==> config.mk <==
export PLATFORM = sky130hd
export DESIGN_NAME = dbg_rx_fifo
export DESIGN_NICKNAME = d
export VERILOG_FILES = /design/src/hdl/dbg_proto_pkg.sv /design/src/hdl/dbg_rx_fifo.sv
export SDC_FILE = /design/constraint.sdc
export NUM_CORES = 1
export LEC_CHECK = 0
export BUFFER_PORTS_ARGS = -buffer_cell sky130_fd_sc_hd__buf_2
export CAP_MARGIN = 20
export CORE_MARGIN = 2
export CORE_UTILIZATION = 50
export CTS_CLUSTER_SIZE = 20
export DETAILED_ROUTE_END_ITERATION = 10
export HOLD_SLACK_MARGIN = 0.06
export PLACE_DENSITY = 0.74
export SLEW_MARGIN = 20
export SYNTH_ARGS = -nofsm -noshare
export SYNTH_HDL_FRONTEND = slang
export SYNTH_SLANG_ARGS = --single-unit
==> constraint.sdc <==
create_clock -name clk_in -period 1.4 [get_ports clk_in]
set_input_delay 0.14 -clock clk_in [delete_from_list [all_inputs] [get_ports clk_in]]
set_output_delay 0.14 -clock clk_in [all_outputs]
set_load 0.02 [all_outputs]
==> src/hdl/dbg_proto_pkg.sv <==
package dbg_proto_pkg;

    // Host opcodes. Bit 7 means one word follows, bit 6 a second word
    typedef enum logic [7:0] {
        CMD_STATUS     = 8'h01,
        CMD_CONT       = 8'h02,
        CMD_EN_BP      = 8'h03,
        CMD_DIS_BP     = 8'h04,
        CMD_READ_PC    = 8'h0A,
        CMD_RESET      = 8'h0B,
        CMD_SET_BP     = 8'h85,
        CMD_READ_REG   = 8'h86,
        CMD_READ_IMEM  = 8'h8C,
        CMD_WRITE_REG  = 8'hC7,
        CMD_WRITE_IMEM = 8'hCD
    } dbg_cmd_e;

    // Receive side, sender owns RX_DEPTH credits after reset
    localparam int RX_DEPTH = 4;                 // Power of two so pointers wrap
    localparam int RX_PTR_W = $clog2(RX_DEPTH);

    // Transmit side credit counter
    localparam int TX_CNT_W = 3;
    localparam logic [TX_CNT_W-1:0] TX_CREDITS = 3'd4;

    // Byte returned for an opcode that is not decoded
    localparam logic [7:0] ACK_UNKNOWN = 8'hFF;

    typedef enum logic {
        RSP_ACK,                                 // One byte
        RSP_WORD                                 // Four bytes, LSB first
    } dbg_rsp_e;

    typedef enum logic [2:0] {
        ST_IDLE,
        ST_WORD1,
        ST_WORD2,
        ST_ISSUE,
        ST_WAIT_DATA,
        ST_RESPOND
    } dbg_ctrl_state_e;

endpackage

==> src/hdl/dbg_rx_fifo.sv <==
`timescale 1ns/100ps

module dbg_rx_fifo (
    input  logic       clk_in,
    input  logic       arst_n,
    input  logic       wr_valid,
    input  logic [7:0] wr_data,
    input  logic       pop,
    output logic [7:0] head,
    output logic       empty,
    output logic       credit
);

    logic [7:0]                        mem [dbg_proto_pkg::RX_DEPTH];
    logic [dbg_proto_pkg::RX_PTR_W-1:0] wr_ptr;
    logic [dbg_proto_pkg::RX_PTR_W-1:0] rd_ptr;
    logic [dbg_proto_pkg::RX_PTR_W:0]   count;
    logic                              full;

    assign head  = mem[rd_ptr];
    assign empty = (count == '0);
    assign full  = (count == dbg_proto_pkg::RX_DEPTH);

    always_ff @(posedge clk_in or negedge arst_n)
    begin
        if (!arst_n)
        begin
            wr_ptr <= '0;
            rd_ptr <= '0;
            count  <= '0;
            credit <= 1'b0;
        end
        else
        begin
            if (wr_valid)
                wr_ptr <= wr_ptr + 1'b1;
            if (pop)
                rd_ptr <= rd_ptr + 1'b1;

            case ({wr_valid, pop})
                2'b10:   count <= count + 1'b1;
                2'b01:   count <= count - 1'b1;
                default: count <= count;
            endcase

            credit <= pop;       // One credit back per byte consumed
        end
    end

    // Storage only
    always_ff @(posedge clk_in)
    begin
        if (wr_valid)
            mem[wr_ptr] <= wr_data;
    end

    // The sender may only write while it holds a credit, so a full FIFO
    // sees no write
    a_no_overrun: assert property (@(posedge clk_in) disable iff (!arst_n)
        wr_valid |-> !full)
        else $error("rx byte arrived with the FIFO full");

endmodule

Word level (Yosys, flattened, before mapping)
Memory sizes are Yosys's and may differ from the RTL's.
Index checks and enable logic that the tools add are counted.

word-level totals
  register bits = 8
  bits in writable memories = 32
  bits of input ports = 12
  output and inout port bits = 10
  logic and storage cells = 16
  memories = 1

memory list
  name  words  bits a word  read ports  clocked after Yosys merged registers in  wr ports  line               text
  mem   4      8            1           0                                        1         dbg_rx_fifo.sv:14  logic [7:0] mem [dbg_proto_pkg::RX_DEPTH];

operators by class
  add/sub/neg operators = 4
  equality and inequality tests = 2
  multiplexer cells = 3
  reduce and logical (&&, ||, !) cells = 2

operators with widths
  cell                                                                   count
  3-bit case mux with 2 select lines                                     1
  2-bit by 1-bit adder with 2-bit output, second input constant          2
  3-bit by 1-bit adder with 3-bit output, second input constant          1
  3-bit zero test                                                        1
  3-bit by 1-bit subtractor with 3-bit output, second input constant     1
  2-bit by 1-bit equality test with 1-bit output, second input constant  1
  2-bit equality test, second input constant                             1
  1-bit two-way mux                                                      2
  2-bit nonzero test                                                     1

Depth between registers and ports, before layout
  depth in word-level cells = 2
  gate-level depth with buffers = 7
  gate-level depth less buffers = 7

Worst setup path after synthesis
Ideal clock, no wire load.

  kind = reg2reg
  start = reg count[0] in the netlist's numbering
  end = reg count[2] in the netlist's numbering
  setup time = 79 ps
  data arrival time = 1216 ps
  data required time = 1321 ps
  setup slack = 105 ps
  cell stages (with the launch flop) = 6
  path through = dfrtp_1 -> inv_1 -> fa_1 -> xor2_1 -> nor2_1 -> xor2_1

between the ends
  word-level cells in the longest chain between the ends = 2
  elaborated cells on any way between the ends = 3

ends and longest elaborated chain
  element                                                                                                       line                                  text
  start: declaration                                                                                            dbg_rx_fifo.sv:17                     logic [dbg_proto_pkg::RX_PTR_W:0] count;
  start signal: assignment                                                                                      dbg_rx_fifo.sv:41                     2'b10: count <= count + 1'b1;
  start signal: assignment                                                                                      dbg_rx_fifo.sv:42                     2'b01: count <= count - 1'b1;
  start signal: assignment                                                                                      dbg_rx_fifo.sv:43                     default: count <= count;
  3-bit by 1-bit subtractor with 3-bit output / 3-bit by 1-bit adder with 3-bit output (equally long branches)  dbg_rx_fifo.sv:42, dbg_rx_fifo.sv:41
  3-bit case mux with 2 select lines (*)                                                                        dbg_rx_fifo.sv:40                     case ({wr_valid, pop})

Every way passes the cells marked *; elsewhere a longest branch is shown, timed or not.
A chain may end at the register's enable or synchronous reset.

Worst setup path in the final report
  start = reg rd_ptr[0] in the netlist's numbering
  end = out head[5]

between the ends
  word-level cells in the longest chain between the ends = 1

ends and longest elaborated chain
  element                   line               text
  start: declaration        dbg_rx_fifo.sv:16  logic [dbg_proto_pkg::RX_PTR_W-1:0] rd_ptr;
  start signal: assignment  dbg_rx_fifo.sv:38  rd_ptr <= rd_ptr + 1'b1;
  memory 4 x 8 bit          -
  end: declaration          dbg_rx_fifo.sv:9   output logic [7:0] head,

Every way passes these cells.

==> results.md <==
* Status: finished with violations
* Failing checks: negative setup slack
* Minimum period implied by the final worst setup slack at 1.67 ns
* Dominant cell by count in the synthesized netlist: edfxtp_1
* CP Max Fanout at 9
* Vias in the first global route at 808
* Dpl ws at -0.00286 ns
* Area growth syn-to-layout at 27.3%
* CP Capture Type: output pin
* Relative slew slack at 0.739
* Io pins at 22
* Mapped Cells at 79
* Synth cell count leaders: 32 x edfxtp_1, 8 x dfrtp_1, 8 x mux4_2
* Reg2reg start: count[1]$_DFFE_PN0P_
* Starting Density at 0.519
* Final Net Count at 142
* WL per Instance at 14.6 um
* Ys Warns at 0
* Final Max Slew Viols at 0
* First-pass GRT wire length at 3930 um
* Clock Tree Root: clkbuf_4
* Hold Path Stages at 3
* TritonCTS clock tree: done
* Maximum number of pins on one net before global-route repair at 12
* Antenna-violating nets left at 0
* Initial antenna violation count at 0
* Switch Pwr at 1.19 mW
* Post-Syn Area per Cell at 19.9 um2
* Pwr dens at 1850 nW/um2
* Yosys reg bits at 40
* Sw frac at 0.321
* Clock Pin Slew Worst Setup and Hold Paths at 0.10 ns
* Synth area leader: edfxtp_1
* Crit path kind: reg -> out
* RSZ-0062 raised after global routing: true
* GP Congestion at 0.611
* 1st-iter DRT viols at 29
* FFs w/ async S/R, synth at 0.200
* Synth top area share at 0.612
* Setup crit start kind: register
* Seq pwr share at 0.473
* Cell Int Power at 2.51 mW
* Final setup margin at -0.269 ns
* Cell area after synthesis at 1570 um2
* Number of synthesized flops with an enable pin at 32
* Final Cycle Share at 1.19
* Synth Net Count at 97
* Yosys cell types at 15
* Critical Path RT at 1.26 ns
* R2r endpoint: count[2]$_DFFE_PN0P_
* F_max at 0.599 GHz
* Cells on worst reg2reg path at 5
* P_leak at 0.771 nW
* Vias post-DR at 808
* Count of final setup violators at 8
* Worst Clk Skew at 0.00388 ns
* Top post-synthesis cells by area: edfxtp_1 61%, dfrtp_1 13%, mux4_2 11%
* Final global-route overflow total at 0
* R2r setup slk at 0.07 ns
* Final Hold Fails at 0
* Die ar. at 3600 um2
* CTS max path bufs at 2
* Detail Placement HPWL at 1630 um
* Clk sinks at 40
* Worst-Skew Late Latency at 0.33 ns
* Clock Power Share at 0.136
* Overall Power at 3.70 mW
* Die Y at 60.0 um
* Register area share after synthesis at 0.739
* # rows at 20
* Core area at 3030 um2
* Routed vias/inst at 4.81
* Final wirelength at 2460 um
* Total GRT Usage at 0.164
* Max capacitance violation total at 0
* Antenna diodes at 0
* Worst Hold End: rd_ptr[1]$_DFFE_PN0P_
* Die W at 60.0 um
* Peak VDD IR at 0.854 mV
* Hold Crit Start: pop
* Layout cells sized above 1 at 0.379
* Comb power frac at 0.391
* CP Data Arrival Time at 1.53 ns
* Top FF cell, synth: edfxtp_1
* Residual DRC count at 0
* Port bufs at 21
* Drt pass-1 iters at 4
* H-Tree Depth at 2
* Worst slew pin tran at 0.392 ns
* Total CTS buffers at 5
* Worst min path class: in -> reg
* Fill count at 225
kinds of logic (layout without fill, tap and decap cells):
family | Yosys count | after routing | synth area share
DFF | 40 | 40 | 0.739
and+or+nand+nor | 9 | 9 | 0.0287
muxes | 8 | 8 | 0.115
buffers and inverters | 8 | 53 | 0.0247
adders and majority gates | 6 | 6 | 0.0526
xor gates and xnor gates | 6 | 6 | 0.0335
AOI/OAI and AO/OA | 2 | 2 | 0.00637
per-stage QoR:
stage,cell area (um2),instances,utilization,setup TNS [ns],hold WS (ns)
global placement,1820,148,0.602,0,-0.0128
detailed placement,1820,148,0.602,-0.00286,-0.00801
finish,2000,168,0.660,-2.06,0.0901
CTS,1990,168,0.657,-2.37,0.0661
global route,2000,168,0.660,-2.70,0.0794
floorplan,1570,79,-,0,-0.156
final cells by class:
| class | instances | area, um2 | share of cell area |
|---|---|---|---|
| clock inverters | 2 | 7.51 | 0.00375 |
| inverters | 6 | 22.5 | 0.0113 |
| multi-input cells | 31 | 378 | 0.189 |
| repair buffers | 40 | 338 | 0.169 |
| well taps | 44 | 55.1 | 0.0275 |
| clock buffers | 5 | 37.5 | 0.0188 |
| flip-flops and latches | 40 | 1160 | 0.581 |
registers in the layout (all words and copies together) (netlist names):
name	count
mem	32
count	3
rd_ptr	2
wr_ptr	2
credit	1
worst max-delay path, stage by stage, from the launching register on:
cell and delay [ns]:
dfrtp_1 0.38, buf_12 0.15, mux4_2 0.50, buf_2 0.17
placed cells by master (no fill, tap or decap), drive strengths merged:
master / Yosys / routed
o21ai: 2 / 2
ha: 5 / 5
clkbuf: 0 / 5
nor3: 1 / 1
buf: 2 / 30
xor2: 4 / 4
nor2: 1 / 1
mux4: 8 / 8
inv: 6 / 6
and2: 4 / 4
dfrtp: 8 / 8
edfxtp: 32 / 32
fa: 1 / 1
clkinv: 0 / 2
dlygate4sd3: 0 / 10
xnor2: 2 / 2
nand2: 3 / 3
how the worst max path moves through the flow:
stage,from,endpoint
after global routing,rd_ptr[0]$_DFFE_PN0P_,head[0]
after floorplan,count[0]$_DFFE_PN0P_,count[2]$_DFFE_PN0P_
after global placement,wr_valid,count[2]$_DFFE_PN0P_
final,rd_ptr[0]$_DFFE_PN0P_,head[5]
after detailed placement,wr_valid,count[2]$_DFFE_PN0P_
after CTS,rd_ptr[0]$_DFFE_PN0P_,head[5]
per-layer routing:
metal / GRT usage / part of all wire / vias to the layer above
met1: 0.196 / 0.42 / 405
met5: 0 / 0 / -
li1: - / - / 383
met2: 0.266 / 0.52 / 15
met3: 0.0649 / 0.037 / 5
met4: 0.0667 / 0.018 / 0
what timing repair did:
action                     4_1_cts  5_1_grt
gates resized for setup          0        5
pin swaps                        0        4
hold endpoints to repair        42        0
hold buffers                    10        0
setup endpoints to repair        9       10
setup buffers                    3        0
gates cloned                     0        0
power by group through the flow:
stage	Clock, mW	Combinational, mW	Sequential [mW]
floorplan	0	0.916	1.69
global placement	0	1.30	1.76
CTS	0.532	1.46	1.75
detailed placement	0	1.35	1.78
global route	0.582	1.57	1.79
finish	0.503	1.45	1.75
(Power assumes the default switching activity.)
