File: src/hdl/dbg_proto_pkg.sv
package dbg_proto_pkg;

    // Host opcodes. Bit 7 means one word follows, bit 6 a second word
    typedef enum logic [7:0] {
        CMD_STATUS     = 8'h01,
        CMD_CONT       = 8'h02,
        CMD_EN_BP      = 8'h03,
        CMD_DIS_BP     = 8'h04,
        CMD_READ_PC    = 8'h0A,
        CMD_RESET      = 8'h0B,
        CMD_SET_BP     = 8'h85,
        CMD_READ_REG   = 8'h86,
        CMD_READ_IMEM  = 8'h8C,
        CMD_WRITE_REG  = 8'hC7,
        CMD_WRITE_IMEM = 8'hCD
    } dbg_cmd_e;

    // Receive side, sender owns RX_DEPTH credits after reset
    localparam int RX_DEPTH = 4;                 // Power of two so pointers wrap
    localparam int RX_PTR_W = $clog2(RX_DEPTH);

    // Transmit side credit counter
    localparam int TX_CNT_W = 3;
    localparam logic [TX_CNT_W-1:0] TX_CREDITS = 3'd4;

    // Byte returned for an opcode that is not decoded
    localparam logic [7:0] ACK_UNKNOWN = 8'hFF;

    typedef enum logic {
        RSP_ACK,                                 // One byte
        RSP_WORD                                 // Four bytes, LSB first
    } dbg_rsp_e;

    typedef enum logic [2:0] {
        ST_IDLE,
        ST_WORD1,
        ST_WORD2,
        ST_ISSUE,
        ST_WAIT_DATA,
        ST_RESPOND
    } dbg_ctrl_state_e;

endpackage

File: src/hdl/dbg_rsp_serializer.sv
`timescale 1ns/100ps

module dbg_rsp_serializer (
    input  logic                    clk_in,
    input  logic                    arst_n,
    input  logic                    rsp_valid,
    input  dbg_proto_pkg::dbg_rsp_e rsp_kind,
    input  logic [31:0]             rsp_word,
    output logic                    busy,
    output logic                    tx_valid,
    output logic [7:0]              tx_data,
    input  logic                    tx_credit
);

    logic                               active;
    logic [1:0]                         bytes_left;   // Bytes after the current one
    logic [31:0]                        shreg;
    logic [dbg_proto_pkg::TX_CNT_W-1:0] credits;
    logic                               load;

    assign busy     = active;
    assign load     = rsp_valid && !active;
    assign tx_valid = active && (credits != '0);
    assign tx_data  = shreg[7:0];

    always_ff @(posedge clk_in or negedge arst_n)
    begin
        if (!arst_n)
        begin
            active     <= 1'b0;
            bytes_left <= '0;
            credits    <= dbg_proto_pkg::TX_CREDITS;
        end
        else
        begin
            if (load)
            begin
                active     <= 1'b1;
                bytes_left <= (rsp_kind == dbg_proto_pkg::RSP_WORD) ? 2'd3 : 2'd0;
            end
            else if (tx_valid)
            begin
                if (bytes_left == 2'd0)
                    active <= 1'b0;          // Last byte out
                else
                    bytes_left <= bytes_left - 1'b1;
            end

            case ({tx_valid, tx_credit})
                2'b10:   credits <= credits - 1'b1;
                2'b01:   credits <= credits + 1'b1;
                default: credits <= credits;
            endcase
        end
    end

    always_ff @(posedge clk_in)
    begin
        if (load)
            shreg <= rsp_word;
        else if (tx_valid)
            shreg <= {8'h00, shreg[31:8]};   // Low byte first
    end

    // Receiver returns no more credits than it was given
    a_credit_cap: assert property (@(posedge clk_in) disable iff (!arst_n)
        tx_credit && !tx_valid |-> credits != dbg_proto_pkg::TX_CREDITS)
        else $error("tx credit counter overflow");

endmodule

File: config.mk
export PLATFORM = sky130hd
export DESIGN_NAME = dbg_rsp_serializer
export DESIGN_NICKNAME = d
export VERILOG_FILES = /design/src/hdl/dbg_proto_pkg.sv /design/src/hdl/dbg_rsp_serializer.sv
export SDC_FILE = /design/constraint.sdc
export NUM_CORES = 1
export LEC_CHECK = 0
export ABC_AREA = 1
export BUFFER_PORTS_ARGS = -buffer_cell sky130_fd_sc_hd__buf_2
export CAP_MARGIN = 40
export CORE_UTILIZATION = 35
export DETAILED_ROUTE_END_ITERATION = 6
export PLACE_DENSITY = 0.65
export SLEW_MARGIN = 30
export SYNTH_ARGS = -nofsm -noshare
export SYNTH_HDL_FRONTEND = slang
export SYNTH_SLANG_ARGS = --single-unit
File: constraint.sdc
create_clock -name clk_in -period 2 [get_ports clk_in]
set_input_delay 0.1 -clock clk_in [delete_from_list [all_inputs] [get_ports clk_in]]
set_output_delay 0.1 -clock clk_in [all_outputs]
set_load 0.1 [all_outputs]
* Word-level counts from Yosys, hierarchy flattened
Index checks and enable logic that the tools add are counted.
** Word-level totals
- Register bits :: 38
- Input port bits :: 37
- Output and inout port bits :: 10
- Logic and storage cells :: 30
** Operators by class
- $add $sub $neg :: 3
- Equal/unequal tests :: 3
- Multiplexer cells :: 10
- Reductions and logical operators :: 10
** Operator list (number)
- $mux W32 :: 2
- $mux W2 :: 4
- $pmux W3 S2 :: 1
- $reduce_bool A2 Y1 :: 3
- $reduce_and A2 Y1 :: 2
- $add A3 B1 Y3 const B :: 1
- $mux W1 :: 3
- $reduce_bool A3 Y1 :: 1
- $sub A3 B1 Y3 const B :: 1
- $eq A2 B1 Y1 const B :: 1
- $eq A2 B2 Y1 const B :: 1
- $logic_and A1 B1 Y1 :: 2
- $logic_not A2 Y1 :: 1
- $ne A2 B2 Y1 const B :: 1
- $sub A2 B1 Y2 const B :: 1
- $logic_not A1 Y1 :: 1

* Longest topological paths before layout
Gate-level depths: netlist of the first run.
- Word-level depth :: 4
- Gate-level depth with buffers :: 9
- Depth with buffers taken out :: 9

* Worst setup path after synthesis of the first run
OpenSTA, ideal clock, no wires.
- Path kind :: flip-flop to flip-flop
- Start point :: reg active, in the netlist busy
- End point :: reg shreg[0], enable pin
- Library setup time :: 0.389 ns
- Arrival :: 2.065 ns
- Required time :: 1.611 ns
- Slack :: -0.454 ns
- Stages on the path, launching flop included :: 5
- Path buffers :: 1
- Clock period less this slack :: 2.454 ns
- Cells stage by stage :: dfrtp_1 > nor2_4 > inv_4 > buf_6 > nand2_1
** On the way
- Word-level cells in the longest chain between the ends :: 3
- Elaborated cells on any way between the ends :: 4
- Classes of those cells :: 4 x reduce/logical
** RTL lines
- start, declared :: RTL line dbg_rsp_serializer.sv:15 : logic active;
- start signal, assigned :: RTL line dbg_rsp_serializer.sv:30 : active <= 1'b0;
- start signal, assigned :: RTL line dbg_rsp_serializer.sv:38 : active <= 1'b1;
- start signal, assigned :: RTL line dbg_rsp_serializer.sv:44 : active <= 1'b0;
- $logic_not A1 Y1 :: RTL line dbg_rsp_serializer.sv:22 : assign load = rsp_valid && !active;
- $logic_and A1 B1 Y1 :: RTL line dbg_rsp_serializer.sv:22
- $reduce_bool A2 Y1 (no line) (*)
- end signal, assigned :: RTL line dbg_rsp_serializer.sv:60 : shreg <= rsp_word;
- end signal, assigned :: RTL line dbg_rsp_serializer.sv:62 : shreg <= {8'h00, shreg[31:8]};
- end, declared :: RTL line dbg_rsp_serializer.sv:17 : logic [31:0] shreg;
Every way passes the cells marked *; elsewhere a longest branch is shown, timed or not.
A chain may end at the register's enable or synchronous reset.

* Final worst setup path of the first run
- Start point :: reg credits[2] in the netlist's numbering
- End point :: reg credits[1] in the netlist's numbering
** On the way
- Word-level cells in the longest chain between the ends :: 4
- Elaborated cells on any way between the ends :: 6
- Classes of those cells :: 2 x eq/ne; 1 x mux; 3 x reduce/logical
** RTL lines
- start, declared :: RTL line dbg_rsp_serializer.sv:18 : logic [dbg_proto_pkg::TX_CNT_W-1:0] credits;
- start signal, assigned :: RTL line dbg_rsp_serializer.sv:32 : credits <= dbg_proto_pkg::TX_CREDITS;
- start signal, assigned :: RTL line dbg_rsp_serializer.sv:50 : 2'b10: credits <= credits - 1'b1;
- start signal, assigned :: RTL line dbg_rsp_serializer.sv:51 : 2'b01: credits <= credits + 1'b1;
- $reduce_bool A3 Y1 (*) :: RTL line dbg_rsp_serializer.sv:23 : assign tx_valid = active && (credits != '0);
- $logic_and A1 B1 Y1 (*) :: RTL line dbg_rsp_serializer.sv:23
- $eq A2 B1 Y1 / $eq A2 B2 Y1 (equally long branches) :: RTL line dbg_rsp_serializer.sv:49 : case ({tx_valid, tx_credit})
- $pmux W3 S2 / $reduce_bool A2 Y1 (equally long branches)
Marked as above.

==> results of run 1 <==
-- metal layers --
layer | up-vias | wire [µm] | share of wire [%] | GRT usage [%]
met5 | - | 0 | 0 | 0
met4 | 0 | 65 | 2.3 | 7.19
met3 | 7 | 160 | 5.6 | 3.87
met2 | 38 | 1380 | 48 | 20.0
met1 | 497 | 1240 | 44 | 13.6
li1 | 627 | - | - | -
-- metrics by stage --
| step | hold slack [ps] | std cells | power, mW |
|---|---|---|---|
| final | 79.0 | 288 | 4.06 |
| after global routing | 70.9 | 288 | 4.33 |
| after global placement | -71.3 | 277 | 3.38 |
| after detailed placement | -66.6 | 277 | 3.43 |
| after CTS | 68.9 | 286 | 4.06 |
| after floorplan | -196 | 174 | 3.20 |
-- registers in the layout, summed over array words and instances, names as in the netlist --
name and count:
shreg 32, credits 3, bytes_left 2, busy 1
-- worst max-delay path: stages, from the launching register on --
cell     delay (ps)
dfstp_2         520
inv_1            50
nand2_1         100
nand2_2          80
ha_1            190
inv_1           100
fa_2            450
mux2_2          270
-- kinds of logic (layout without fill, tap and decap cells) --
group           after synthesis  in the layout  share of synthesized area [%]
buf+inv                      29             76                           9.76
flops                        38             38                           63.4
fa+ha+maj                     3              3                           2.57
mux                           1              1                          0.641
xor+xnor                      2              2                          0.998
compound gates                4              4                           1.14
simple gates                 97             97                           21.5
-- synthesized netlist by cell type --
cell	number	area, µm²
nand3_1	3	15.0
a21oi_1	2	10.0
dfstp_2	1	26.3
buf_4	10	75.1
buf_6	3	33.8
dfrtp_1	5	125
nor2_1	10	37.5
xnor2_1	1	8.76
or2_2	1	6.26
ha_1	2	25.0
o21ai_0	2	10.0
edfxtp_1	32	961
nand2_1	82	308
inv_1	15	56.3
fa_1	1	20.0
inv_4	1	6.26
mux2_2	1	11.3
xor2_1	1	8.76
nor2_4	1	11.3
-- path summary, 6_finish.rpt --
path | end | slack (ps) | depth (start not counted)
max | credits[1] | 140 | 7
min | shreg[17] | 80 | 3
max reg2reg | credits[1] | 140 | 7
min reg2reg | credits[2] | 500 | 2
max in group asynchronous | credits[2] | 1630 | 2
min in group asynchronous | credits[0] | 160 | 2
-- power breakdown --
part           internal, mW  switching (mW)  total (mW)
sequential             1.44           0.112        1.56
combinational         0.461            1.42        1.89
clock                 0.373           0.250       0.623
total                  2.28            1.79        4.06
-- final cells by class --
class	instances	area (µm²)	area share [%]
clock inverter	1	30.0	1.41
multi-input combinational	107	479	22.4
inverter	16	62.6	2.93
sequential	38	1110	52.1
tap	67	83.8	3.93
clock buffer	7	76.3	3.57
timing repair buffer	52	290	13.6
-- repair_timing --
item	4_1_cts	5_1_grt
resized for setup	0	2
buffers inserted	0	2
hold buffers	1	0
endpoints found under the hold margin	6	0
endpoints found under the setup margin	0	1
==> summary.md, run 1 <==
| Metric | Value |
|---|---|
| Setup CP Type | flip-flop to flip-flop |
| Post-layout util | 44.6% |
| First-pass GRT wire length | 4710 µm |
| Via/cell ratio | 4.06 |
| CTS Buf Count | 5 |
| Vias in the first global route | 1,096 |
| Cell Area, Placed | 2000 µm² |
| Yosys cell types | 19 |
| GRT overflow | 0 |
| DP HPWL | 1900 µm |
| Critical Path RT | 2170 ps |
| Slew Viols, Final | 0 |
| Status | finished, final reports clean |
| CTS Sinks | 38 |
| Final hold vios | 0 |
| Avg WL per Cell | 9.86 µm |
| I/O Buffers | 46 |
| Fraction of layout cells with a size suffix above 1 | 29.9% |
| Fin crit period | 1860 ps |
| Clock buffer depth | 2 |
| Critical path arrival | 2040 ps |
| Rel. slew slack | 67.9% |
| Synth-to-Final Area Change | 21.7% |
| Antenna-violating nets left | 0 |
| Power per cell area | 1900 nW/µm² |
| Avg Cell Area, Syn | 10.1 µm² |
| CP endpoint kind | flip-flop |
| Die X | 72.8 µm |
| FMAX | 537 MHz |
| Setup tns final | 0 ps |
| Post-synthesis sequential area ratio | 63.4% |
| GP Congestion | 0.715 |
| Initial Util | 36.7% |
| Via count | 1,169 |
| Final Instance Area | 2140 µm² |
| CTS tree | done |
| Initial DRC Count | 41 |
| Hold Path Class | primary input to flip-flop |
| Syn Std Cell Area | 1760 µm² |
| Io pins | 47 |
| Total iterations of the first detailed-routing run | 5 |
| Commonest non-fill, non-tap cells in the layout | nand2_1 (80), buf_2 (46), edfxtp_1 (32), inv_1 (15), nor2_1 (10) |
| Antenna cells | 0 |
| Worst reg2reg startpoint | credits[2] |
| Post-Route WL | 2840 µm |
| Fin crit share | 93.2% |
| Filler cells | 473 |
| Clock root cell | clkbuf_8 |
| Synth warnings | 0 |
| Core area | 4790 µm² |
| Worst-Margin Slew | 485 ps |
| Final setup fails | 0 |
| Largest net degree at the start of global routing | 33 |
| Hold_sp | rsp_word[17] |
| Worst-Skew Late Latency | 290 ps |
| P_leak | 1.05 nW |
| Commonest non-fill, non-tap cell in the layout | nand2_1 |
| Row count | 25 |
| Die H | 72.8 µm |
| Residual DRC | 0 |
| Net count, final | 260 |
| CTS H-tree lvls | 2 |
| Clock slew at the register clock pins of the worst setup and hold paths | 70 ps |
| CP Launch Type | flip-flop |
| GRT Overall Usage | 12.1% |
| Crit-path max FO | 3 |
| Worst setup startpoint | credits[2] |
| Gate Count Post-Synth | 174 |
| RSZ-0062 raised after global routing | false |
| Final worst slack | 137 ps |
| Die footprint | 5300 µm² |
| Clock skew | 6.47 ps |
| Post-Place Setup Slack | 88.9 ps |
| Max-cap check violation count | 0 |
| Mapped Nets | 214 |
| Yosys reg bits | 38 |
| Max VDD drop | 0.853 mV |
| Initial antenna violation count | 0 |
No activity file was read; power rests on OpenSTA's default activity.
==> run 2: changes to the inputs <==
--- a/config.mk
+++ b/config.mk
@@ -5,12 +5,12 @@
 export SDC_FILE = /design/constraint.sdc
 export NUM_CORES = 1
 export LEC_CHECK = 0
-export ABC_AREA = 1
 export BUFFER_PORTS_ARGS = -buffer_cell sky130_fd_sc_hd__buf_2
 export CAP_MARGIN = 40
 export CORE_UTILIZATION = 35
 export DETAILED_ROUTE_END_ITERATION = 6
 export PLACE_DENSITY = 0.65
+export SKIP_CTS_REPAIR_TIMING = 1
 export SLEW_MARGIN = 30
 export SYNTH_ARGS = -nofsm -noshare
 export SYNTH_HDL_FRONTEND = slang
==> run 2 against run 1 <==
Against the previous run:
- flip-flop and latch count is the same
- register-to-register slack got worse by 20 ps
- worst setup slack lost 21 ps
- first-iteration DRC count decreased by 46%
- critical path depth unchanged
- sequential power about the same
- sequential share of layout area is 1.9 points higher
- hold slack worse by 5.1 ps
- cell count is 6.6% lower
- largest cell class unchanged
- largest power group unchanged
==> summary.md, run 2 <==
| Metric | Value |
|---|---|
| Status | finished, final reports clean |
| Post-synth ARST share | 15.8% (unchanged) |
| Fraction of layout cells with a size suffix above 1 | 30.7% (+0.83 points) |
| Fin crit period | 1880 ps (+21.4 ps) |
| Antenna-violating nets left | 0 (unchanged) |
| Worst reg2reg startpoint | credits[0] |
| Max-cap check violation count | 0 (unchanged) |
| Synth warnings | 0 (unchanged) |
| Clock skew | 5.27 ps (-1.19 ps) |
| CTS Sinks | 38 (unchanged) |
| Post-Route WL | 2640 µm (-7.1%) |
| Worst-Margin Slew | 483 ps (-1.78 ps) |
| Synth-to-Final Area Change | 20.5% |
| Cell Area, Placed | 1970 µm² (-1.5%) |
| CP Depth | 7 (unchanged) |
| Initial DRC Count | 22 (-46%) |
| Net count, final | 241 (-7.3%) |
| Vias in the first global route | 1,039 (-5.2%) |
| Logic pwr share | 45.7% (-0.7 points) |
| Io pins | 47 (unchanged) |
| Residual DRC | 0 (unchanged) |
| CP endpoint kind | flip-flop |
| Die X | 71.9 µm (-1.3%) |
| Top-count cell post-synth | nand2_1 |
| Switching Share | 45.0% (+1.0 points) |
| First-pass GRT wire length | 4440 µm (-5.6%) |
| Crit path buf inv count | 1 (-1) |
| Avg WL per Cell | 9.80 µm (-0.59%) |
| Clock buffer depth | 2 (unchanged) |
| Yosys cell types | 22 (+3) |
| Avg Cell Area, Syn | 10.9 µm² (+8.0%) |
| Slew Viols, Final | 0 (unchanged) |
| Commonest non-fill, non-tap cells in the layout | nand2_1 (72), buf_2 (46), edfxtp_1 (32), and2_1 (8), clkbuf_8 (5) |
| Power per cell area | 1850 nW/µm² (-2.8%) |
| I/O Buffers | 46 (unchanged) |
| Top cell type by total area after synthesis | edfxtp_1 |
| Max VDD drop | 1.26 mV (+48%) |
| CTS H-tree lvls | 2 (unchanged) |
| Crit-path cells | o31ai_4 -> ha_1 -> inv_1 -> fa_1 -> xor2_1 -> nor2_1 -> xor2_1 |
| GRT Overall Usage | 11.4% (-0.69 points) |
| Clock root cell | clkbuf_8 |
| Synth top area share | 56.2% (+1.4 points) |
| Initial antenna violation count | 0 (unchanged) |
| Final hold vios | 0 (unchanged) |
| Slowest Stage Delay on Critical Path | 450 ps (-70 ps) |
| Row count | 25 (unchanged) |
| Area contributors post-synth | edfxtp_1 (56%), nand2_1 (16%), dfrtp_1 (7.3%) |
| Biggest regs | shreg: 32 flops, credits: 3 flops, bytes_left: 2 flops |
| CP max-delay cell | dfrtp_1 |
| Antenna cells | 0 (unchanged) |
| Setup tns final | 0 ps (unchanged) |
| Critical Path RT | 2220 ps (+50 ps) |
| Synth cell count leaders | nand2_1 (73), edfxtp_1 (32), buf_4 (9) |
| Critical path arrival | 2100 ps (+60 ps) |
| Setup CP Type | flip-flop to flip-flop |
| Max FFs per register | 32 (unchanged) |
| Final setup fails | 0 (unchanged) |
| CP endpoint | credits[2] |
| Final Instance Area | 2060 µm² (-3.5%) |
| Gate Count Post-Synth | 157 (-9.8%) |
| DP HPWL | 1760 µm (-7.0%) |
| Final Power | 3.81 mW (-6.2%) |
| CTS Buf Count | 5 (unchanged) |
| GRT overflow | 0 (unchanged) |
| Reg2Reg Setup Slack | 120 ps (-20 ps) |
| GP Congestion | 0.693 (-3.1%) |
| Post-synth top flop | edfxtp_1 |
| FF+latch area | 1110 µm² (unchanged) |
| Flop pwr share | 41.5% (+3.2 points) |
| Top reg by flops | shreg |
| Multi-input logic area | 497 µm² (+3.7%) |
| Filler cells | 458 (-3.2%) |
| Clock slew at the register clock pins of the worst setup and hold paths | 70 ps (about the same) |
| P_leak | 0.962 nW (-8.1%) |
| Total internal power | 2.10 mW (-8.0%) |
| Psw | 1.71 mW (-4.0%) |
| Post-synth EDFFs | 32 (unchanged) |
| RR Endpoint | credits[2] |
| Worst setup startpoint | credits[0] |
| Post-synthesis sequential area ratio | 65.0% (+1.7 points) |
| Core area | 4720 µm² (-1.3%) |
| Syn Std Cell Area | 1710 µm² (-2.6%) |
| Via/cell ratio | 4.10 (+1.1%) |
| CTS tree | done |
| Crit-path max FO | 3 (unchanged) |
| Yosys reg bits | 38 (unchanged) |
| Initial Util | 36.2% (-0.47 points) |
| Commonest non-fill, non-tap cell in the layout | nand2_1 |
| Rel. slew slack | 68.0% (+0.12 points) |
| Fin crit share | 94.2% (+1.1 points) |
| Clock Power Share | 12.8% (-2.5 points) |
| Via count | 1,104 (-5.6%) |
| Largest net degree at the start of global routing | 33 (unchanged) |
| FMAX | 531 MHz (-1.1%) |
| WHS | 73.8 ps (-5.15 ps) |
| Critical path's top delay family | adder cells |
| Worst-Skew Late Latency | 280 ps (about the same) |
| RSZ-0062 raised after global routing | false |
| Die footprint | 5170 µm² (-2.5%) |
| CP Launch Type | flip-flop |
| Total iterations of the first detailed-routing run | 4 (-1) |
| Hold Path Class | primary input to flip-flop |
| Top cell by count, worst path | xor2_1 |
| Mapped Nets | 197 (-7.9%) |
| Die H | 71.9 µm (-1.3%) |
| R2R depth | 7 (unchanged) |
-- run 2: final cells by class --
cell class	instances	share of cell area (%)
inverter	4	0.729
clock buffer	6	3.52
sequential	38	54.0
multi-input combinational	101	24.1
clock inverter	2	0.425
timing repair buffer	51	13.1
tap	67	4.07
-- run 2: power by group through the flow --
stage,Combinational [mW],Clock (mW),Sequential [mW]
after floorplan,1.50,0,1.64
after global placement,1.72,0,1.58
after detailed placement,1.76,0,1.60
after CTS,1.76,0.509,1.58
after global routing,1.89,0.539,1.63
final,1.74,0.488,1.58
-- run 2: worst min-delay path by stage --
stage	start	end	slack, ps	cells past startpoint
after floorplan	arst_n	busy	-200	0
after global placement	arst_n	credits[1]	-70	1
after detailed placement	arst_n	bytes_left[1]	-60	1
after CTS	arst_n	credits[1]	-370	1
after global routing	rsp_word[5]	shreg[5]	60	3
final	rsp_word[1]	shreg[1]	70	3
-- run 2: cells by family (layout without fill, tap and decap cells) --
kind of cell / Yosys count / after routing / synth area share (%)
AO/OA/AOI/OAI: 6 / 6 / 2.85
XOR/XNOR: 3 / 3 / 1.54
adder cells (fa/ha/maj): 3 / 3 / 2.63
buffers and inverters: 18 / 63 / 6.22
flip-flops: 38 / 38 / 65.0
multiplexers: 1 / 1 / 0.658
AND/OR/NAND/NOR: 88 / 88 / 21.1
-- run 2: worst min-delay path, delay by kind of cell --
| family | cells | cell delay [ps] |
|---|---|---|
| simple gates | 2 | 80 |
| buf+inv | 1 | 70 |
-- run 2: routing by layer --
| layer | track usage (%) | share of wire [%] |
|---|---|---|
| met1 | 13.3 | 47 |
| met2 | 19.1 | 46 |
| met3 | 4.58 | 6.3 |
| met4 | 3.92 | 0.87 |
| met5 | 0 | 0 |
-- run 2: stage by stage --
stage / instances / utilization [%] / worst slack [ps]
2_1_floorplan: 157 / - / 30.6
3_3_place_gp: 260 / 41.7 / 208
3_5_place_dp: 260 / 41.7 / 120
4_1_cts: 268 / 43.4 / 120
5_1_grt: 269 / 43.6 / 14.0
6_report: 269 / 43.6 / 115
==> run 3: changes to the inputs <==
--- a/config.mk
+++ b/config.mk
@@ -7,6 +7,7 @@
 export LEC_CHECK = 0
 export BUFFER_PORTS_ARGS = -buffer_cell sky130_fd_sc_hd__buf_2
 export CAP_MARGIN = 40
+export CORE_MARGIN = 4
 export CORE_UTILIZATION = 35
 export DETAILED_ROUTE_END_ITERATION = 6
 export PLACE_DENSITY = 0.65
==> run 3 against run 2 <==
Against the previous run:
- register-to-register slack is essentially flat
- clock skew is essentially flat
- combinational power grew 3%
- global-route usage shrank 1.6 points
- clock power grew 26%
- routed wire length grew 7.1%
- cell count shrank 0.37%
- flip-flop and latch count is the same
- largest power group unchanged
==> summary.md, run 3 (same netlist as run 2, synthesis figures left out) <==
| Metric | Value |
|---|---|
| CTS Buf Count | 5 (unchanged) |
| Max-cap check violation count | 0 (unchanged) |
| Net count, final | 241 (unchanged) |
| Synth-to-Final Area Change | 22.5% |
| Residual DRC | 0 (unchanged) |
| Setup tns final | 0 ps (unchanged) |
| Setup CP Type | flip-flop to flip-flop |
| Hold_sp | rsp_word[6] |
| CP endpoint kind | flip-flop |
| Switching Share | 43.5% (-1.5 points) |
| Die footprint | 6070 µm² (+17%) |
| RSZ-0062 raised after global routing | false |
| FMAX | 531 MHz (about the same) |
| Io pins | 47 (unchanged) |
| Clock root cell | clkbuf_8 |
| Fin cells | 268 (-0.37%) |
| Clock slew at the register clock pins of the worst setup and hold paths | 70 ps (about the same) |
| Fraction of layout cells with a size suffix above 1 | 30.8% (+0.15 points) |
| Commonest non-fill, non-tap cells in the layout | nand2_1 (72), buf_2 (46), edfxtp_1 (32), and2_1 (8), clkbuf_8 (5) |
| P_leak | 0.976 nW (+1.5%) |
| Hold Path Class | primary input to flip-flop |
| Vias in the first global route | 1,091 (+5.0%) |
| Multi-input logic area | 497 µm² (unchanged) |
| Cell Area, Placed | 1980 µm² (+0.64%) |
| Antenna cells | 0 (unchanged) |
| Biggest regs | shreg: 32 flops, credits: 3 flops, bytes_left: 2 flops |
| Die X | 77.9 µm (+8.3%) |
| Antenna-violating nets left | 0 (unchanged) |
| Critical path arrival | 2090 ps (about the same) |
| Slowest Stage Delay on Critical Path | 450 ps (about the same) |
| Fin crit period | 1880 ps (-1.53 ps) |
| Placed cells | 260 (unchanged) |
| Total iterations of the first detailed-routing run | 4 (unchanged) |
| Sink of the worst hold path | shreg[6] |
| Fin crit share | 94.2% (about the same) |
| Critical path's top delay family | adder cells |
| Final Power | 3.98 mW (+4.4%) |
| DP HPWL | 1990 µm (+13%) |
| Total internal power | 2.25 mW (+7.2%) |
| Logic pwr share | 45.0% (-0.7 points) |
| Post-Place Setup Slack | 87.1 ps (-33.0 ps) |
| Initial Util | 36.2% (unchanged) |
| Rel. slew slack | 67.1% (-0.89 points) |
| Max VDD drop | 0.979 mV (-22%) |
| I/O Buffers | 46 (unchanged) |
| Commonest non-fill, non-tap cell in the layout | nand2_1 |
| Crit path buf inv count | 1 (unchanged) |
| Initial antenna violation count | 0 (unchanged) |
| FF+latch area | 1110 µm² (unchanged) |
| Slew Viols, Final | 0 (unchanged) |
| GRT Overall Usage | 9.84% (-1.6 points) |
| Worst reg2reg startpoint | credits[0] |
| Clock skew | 5.09 ps (-0.178 ps) |
| Via count | 1,120 (+1.4%) |
| Power per cell area | 1900 nW/µm² (+2.7%) |
| Final worst slack | 117 ps (+1.53 ps) |
| R2R depth | 7 (unchanged) |
| Hold Path Depth | 3 (unchanged) |
| Crit-path max FO | 3 (unchanged) |
| Worst-Margin Slew | 496 ps (+13.4 ps) |
| Max FFs per register | 32 (unchanged) |
| Psw | 1.73 mW (+0.86%) |
| First-pass GRT wire length | 4600 µm (+3.6%) |
| Top reg by flops | shreg |
| CTS H-tree lvls | 2 (unchanged) |
| Final setup fails | 0 (unchanged) |
| Top cell by count, worst path | xor2_1 |
| Reg2Reg Setup Slack | 120 ps (about the same) |
| Crit-path cells | o31ai_4 -> ha_1 -> inv_1 -> fa_1 -> xor2_1 -> nor2_1 -> xor2_1 |
| Largest net degree at the start of global routing | 33 (unchanged) |
| Clock buffer depth | 2 (unchanged) |
| Worst-Skew Late Latency | 280 ps (about the same) |
| RR Endpoint | credits[2] |
| Die H | 77.9 µm (+8.3%) |
| Flop pwr share | 39.6% (-1.9 points) |
| Status | finished, final reports clean |
| CTS tree | done |
| Avg WL per Cell | 10.5 µm (+7.5%) |
| GP Congestion | 0.659 (-4.8%) |
| Final hold vios | 0 (unchanged) |
| Clock Power Share | 15.4% (+2.6 points) |
| Critical Path RT | 2210 ps (about the same) |
| Row count | 25 (unchanged) |
| Core area | 4720 µm² (unchanged) |
| CP max-delay cell | dfrtp_1 |
| Post-Route WL | 2820 µm (+7.1%) |
| Via/cell ratio | 4.18 (+1.8%) |
| Final Instance Area | 2090 µm² (+1.6%) |
| Filler cells | 445 (-2.8%) |
| GRT overflow | 0 (unchanged) |
| Initial DRC Count | 60 (+170%) |
| CTS Sinks | 38 (unchanged) |
| CP Launch Type | flip-flop |
## run 3: power groups by stage
stage	logic, mW	clock network (mW)	registers [mW]
2_1_floorplan	1.50	0	1.64
3_3_place_gp	1.77	0	1.58
3_5_place_dp	1.81	0	1.59
4_1_cts	1.81	0.630	1.58
5_1_grt	1.96	0.652	1.61
6_report	1.79	0.614	1.57
## run 3: cell type report
type	instances	share of cell area (%)
sequential	38	53.2
timing repair buffer	51	13.5
inverter	4	0.717
multi-input combinational	101	23.7
tap	67	4.00
clock buffer	5	3.29
clock inverter	2	1.61
## run 3: how the worst max path moves through the flow
| stage | startpoint | endpoint | slack, ps | cells past startpoint |
|---|---|---|---|---|
| 6_report | credits[0] | credits[2] | 120 | 7 |
| 5_1_grt | credits[0] | credits[2] | 10 | 7 |
| 4_1_cts | credits[0] | credits[2] | 100 | 7 |
| 3_5_place_dp | credits[0] | credits[2] | 90 | 7 |
| 3_3_place_gp | credits[0] | credits[2] | 210 | 7 |
| 2_1_floorplan | busy | credits[1] | 30 | 5 |
## run 3: through the flow
| stage | hold slack, ps | util, % |
|---|---|---|
| 5_1_grt | 76.2 | 44.3 |
| 3_3_place_gp | -65.8 | 42.0 |
| 3_5_place_dp | -68.9 | 42.0 |
| 6_report | 72.9 | 44.3 |
| 2_1_floorplan | -196 | - |
| 4_1_cts | -375 | 44.1 |
## run 3: layer usage
metal | routed length [µm] | GRT usage (%) | vias to the layer above
met4 | 42 | 5.42 | 0
li1 | - | - | 587
met2 | 1260 | 14.8 | 38
met1 | 1250 | 11.6 | 490
met5 | 0 | 0 | -
met3 | 267 | 4.52 | 5
## run 3: worst register-to-register path, stage by stage (launching register included)
cell and delay, ps:
dfrtp_1 450, o31ai_4 280, ha_1 220, inv_1 60, fa_1 380, xor2_1 150
nor2_1 120, xor2_1 150
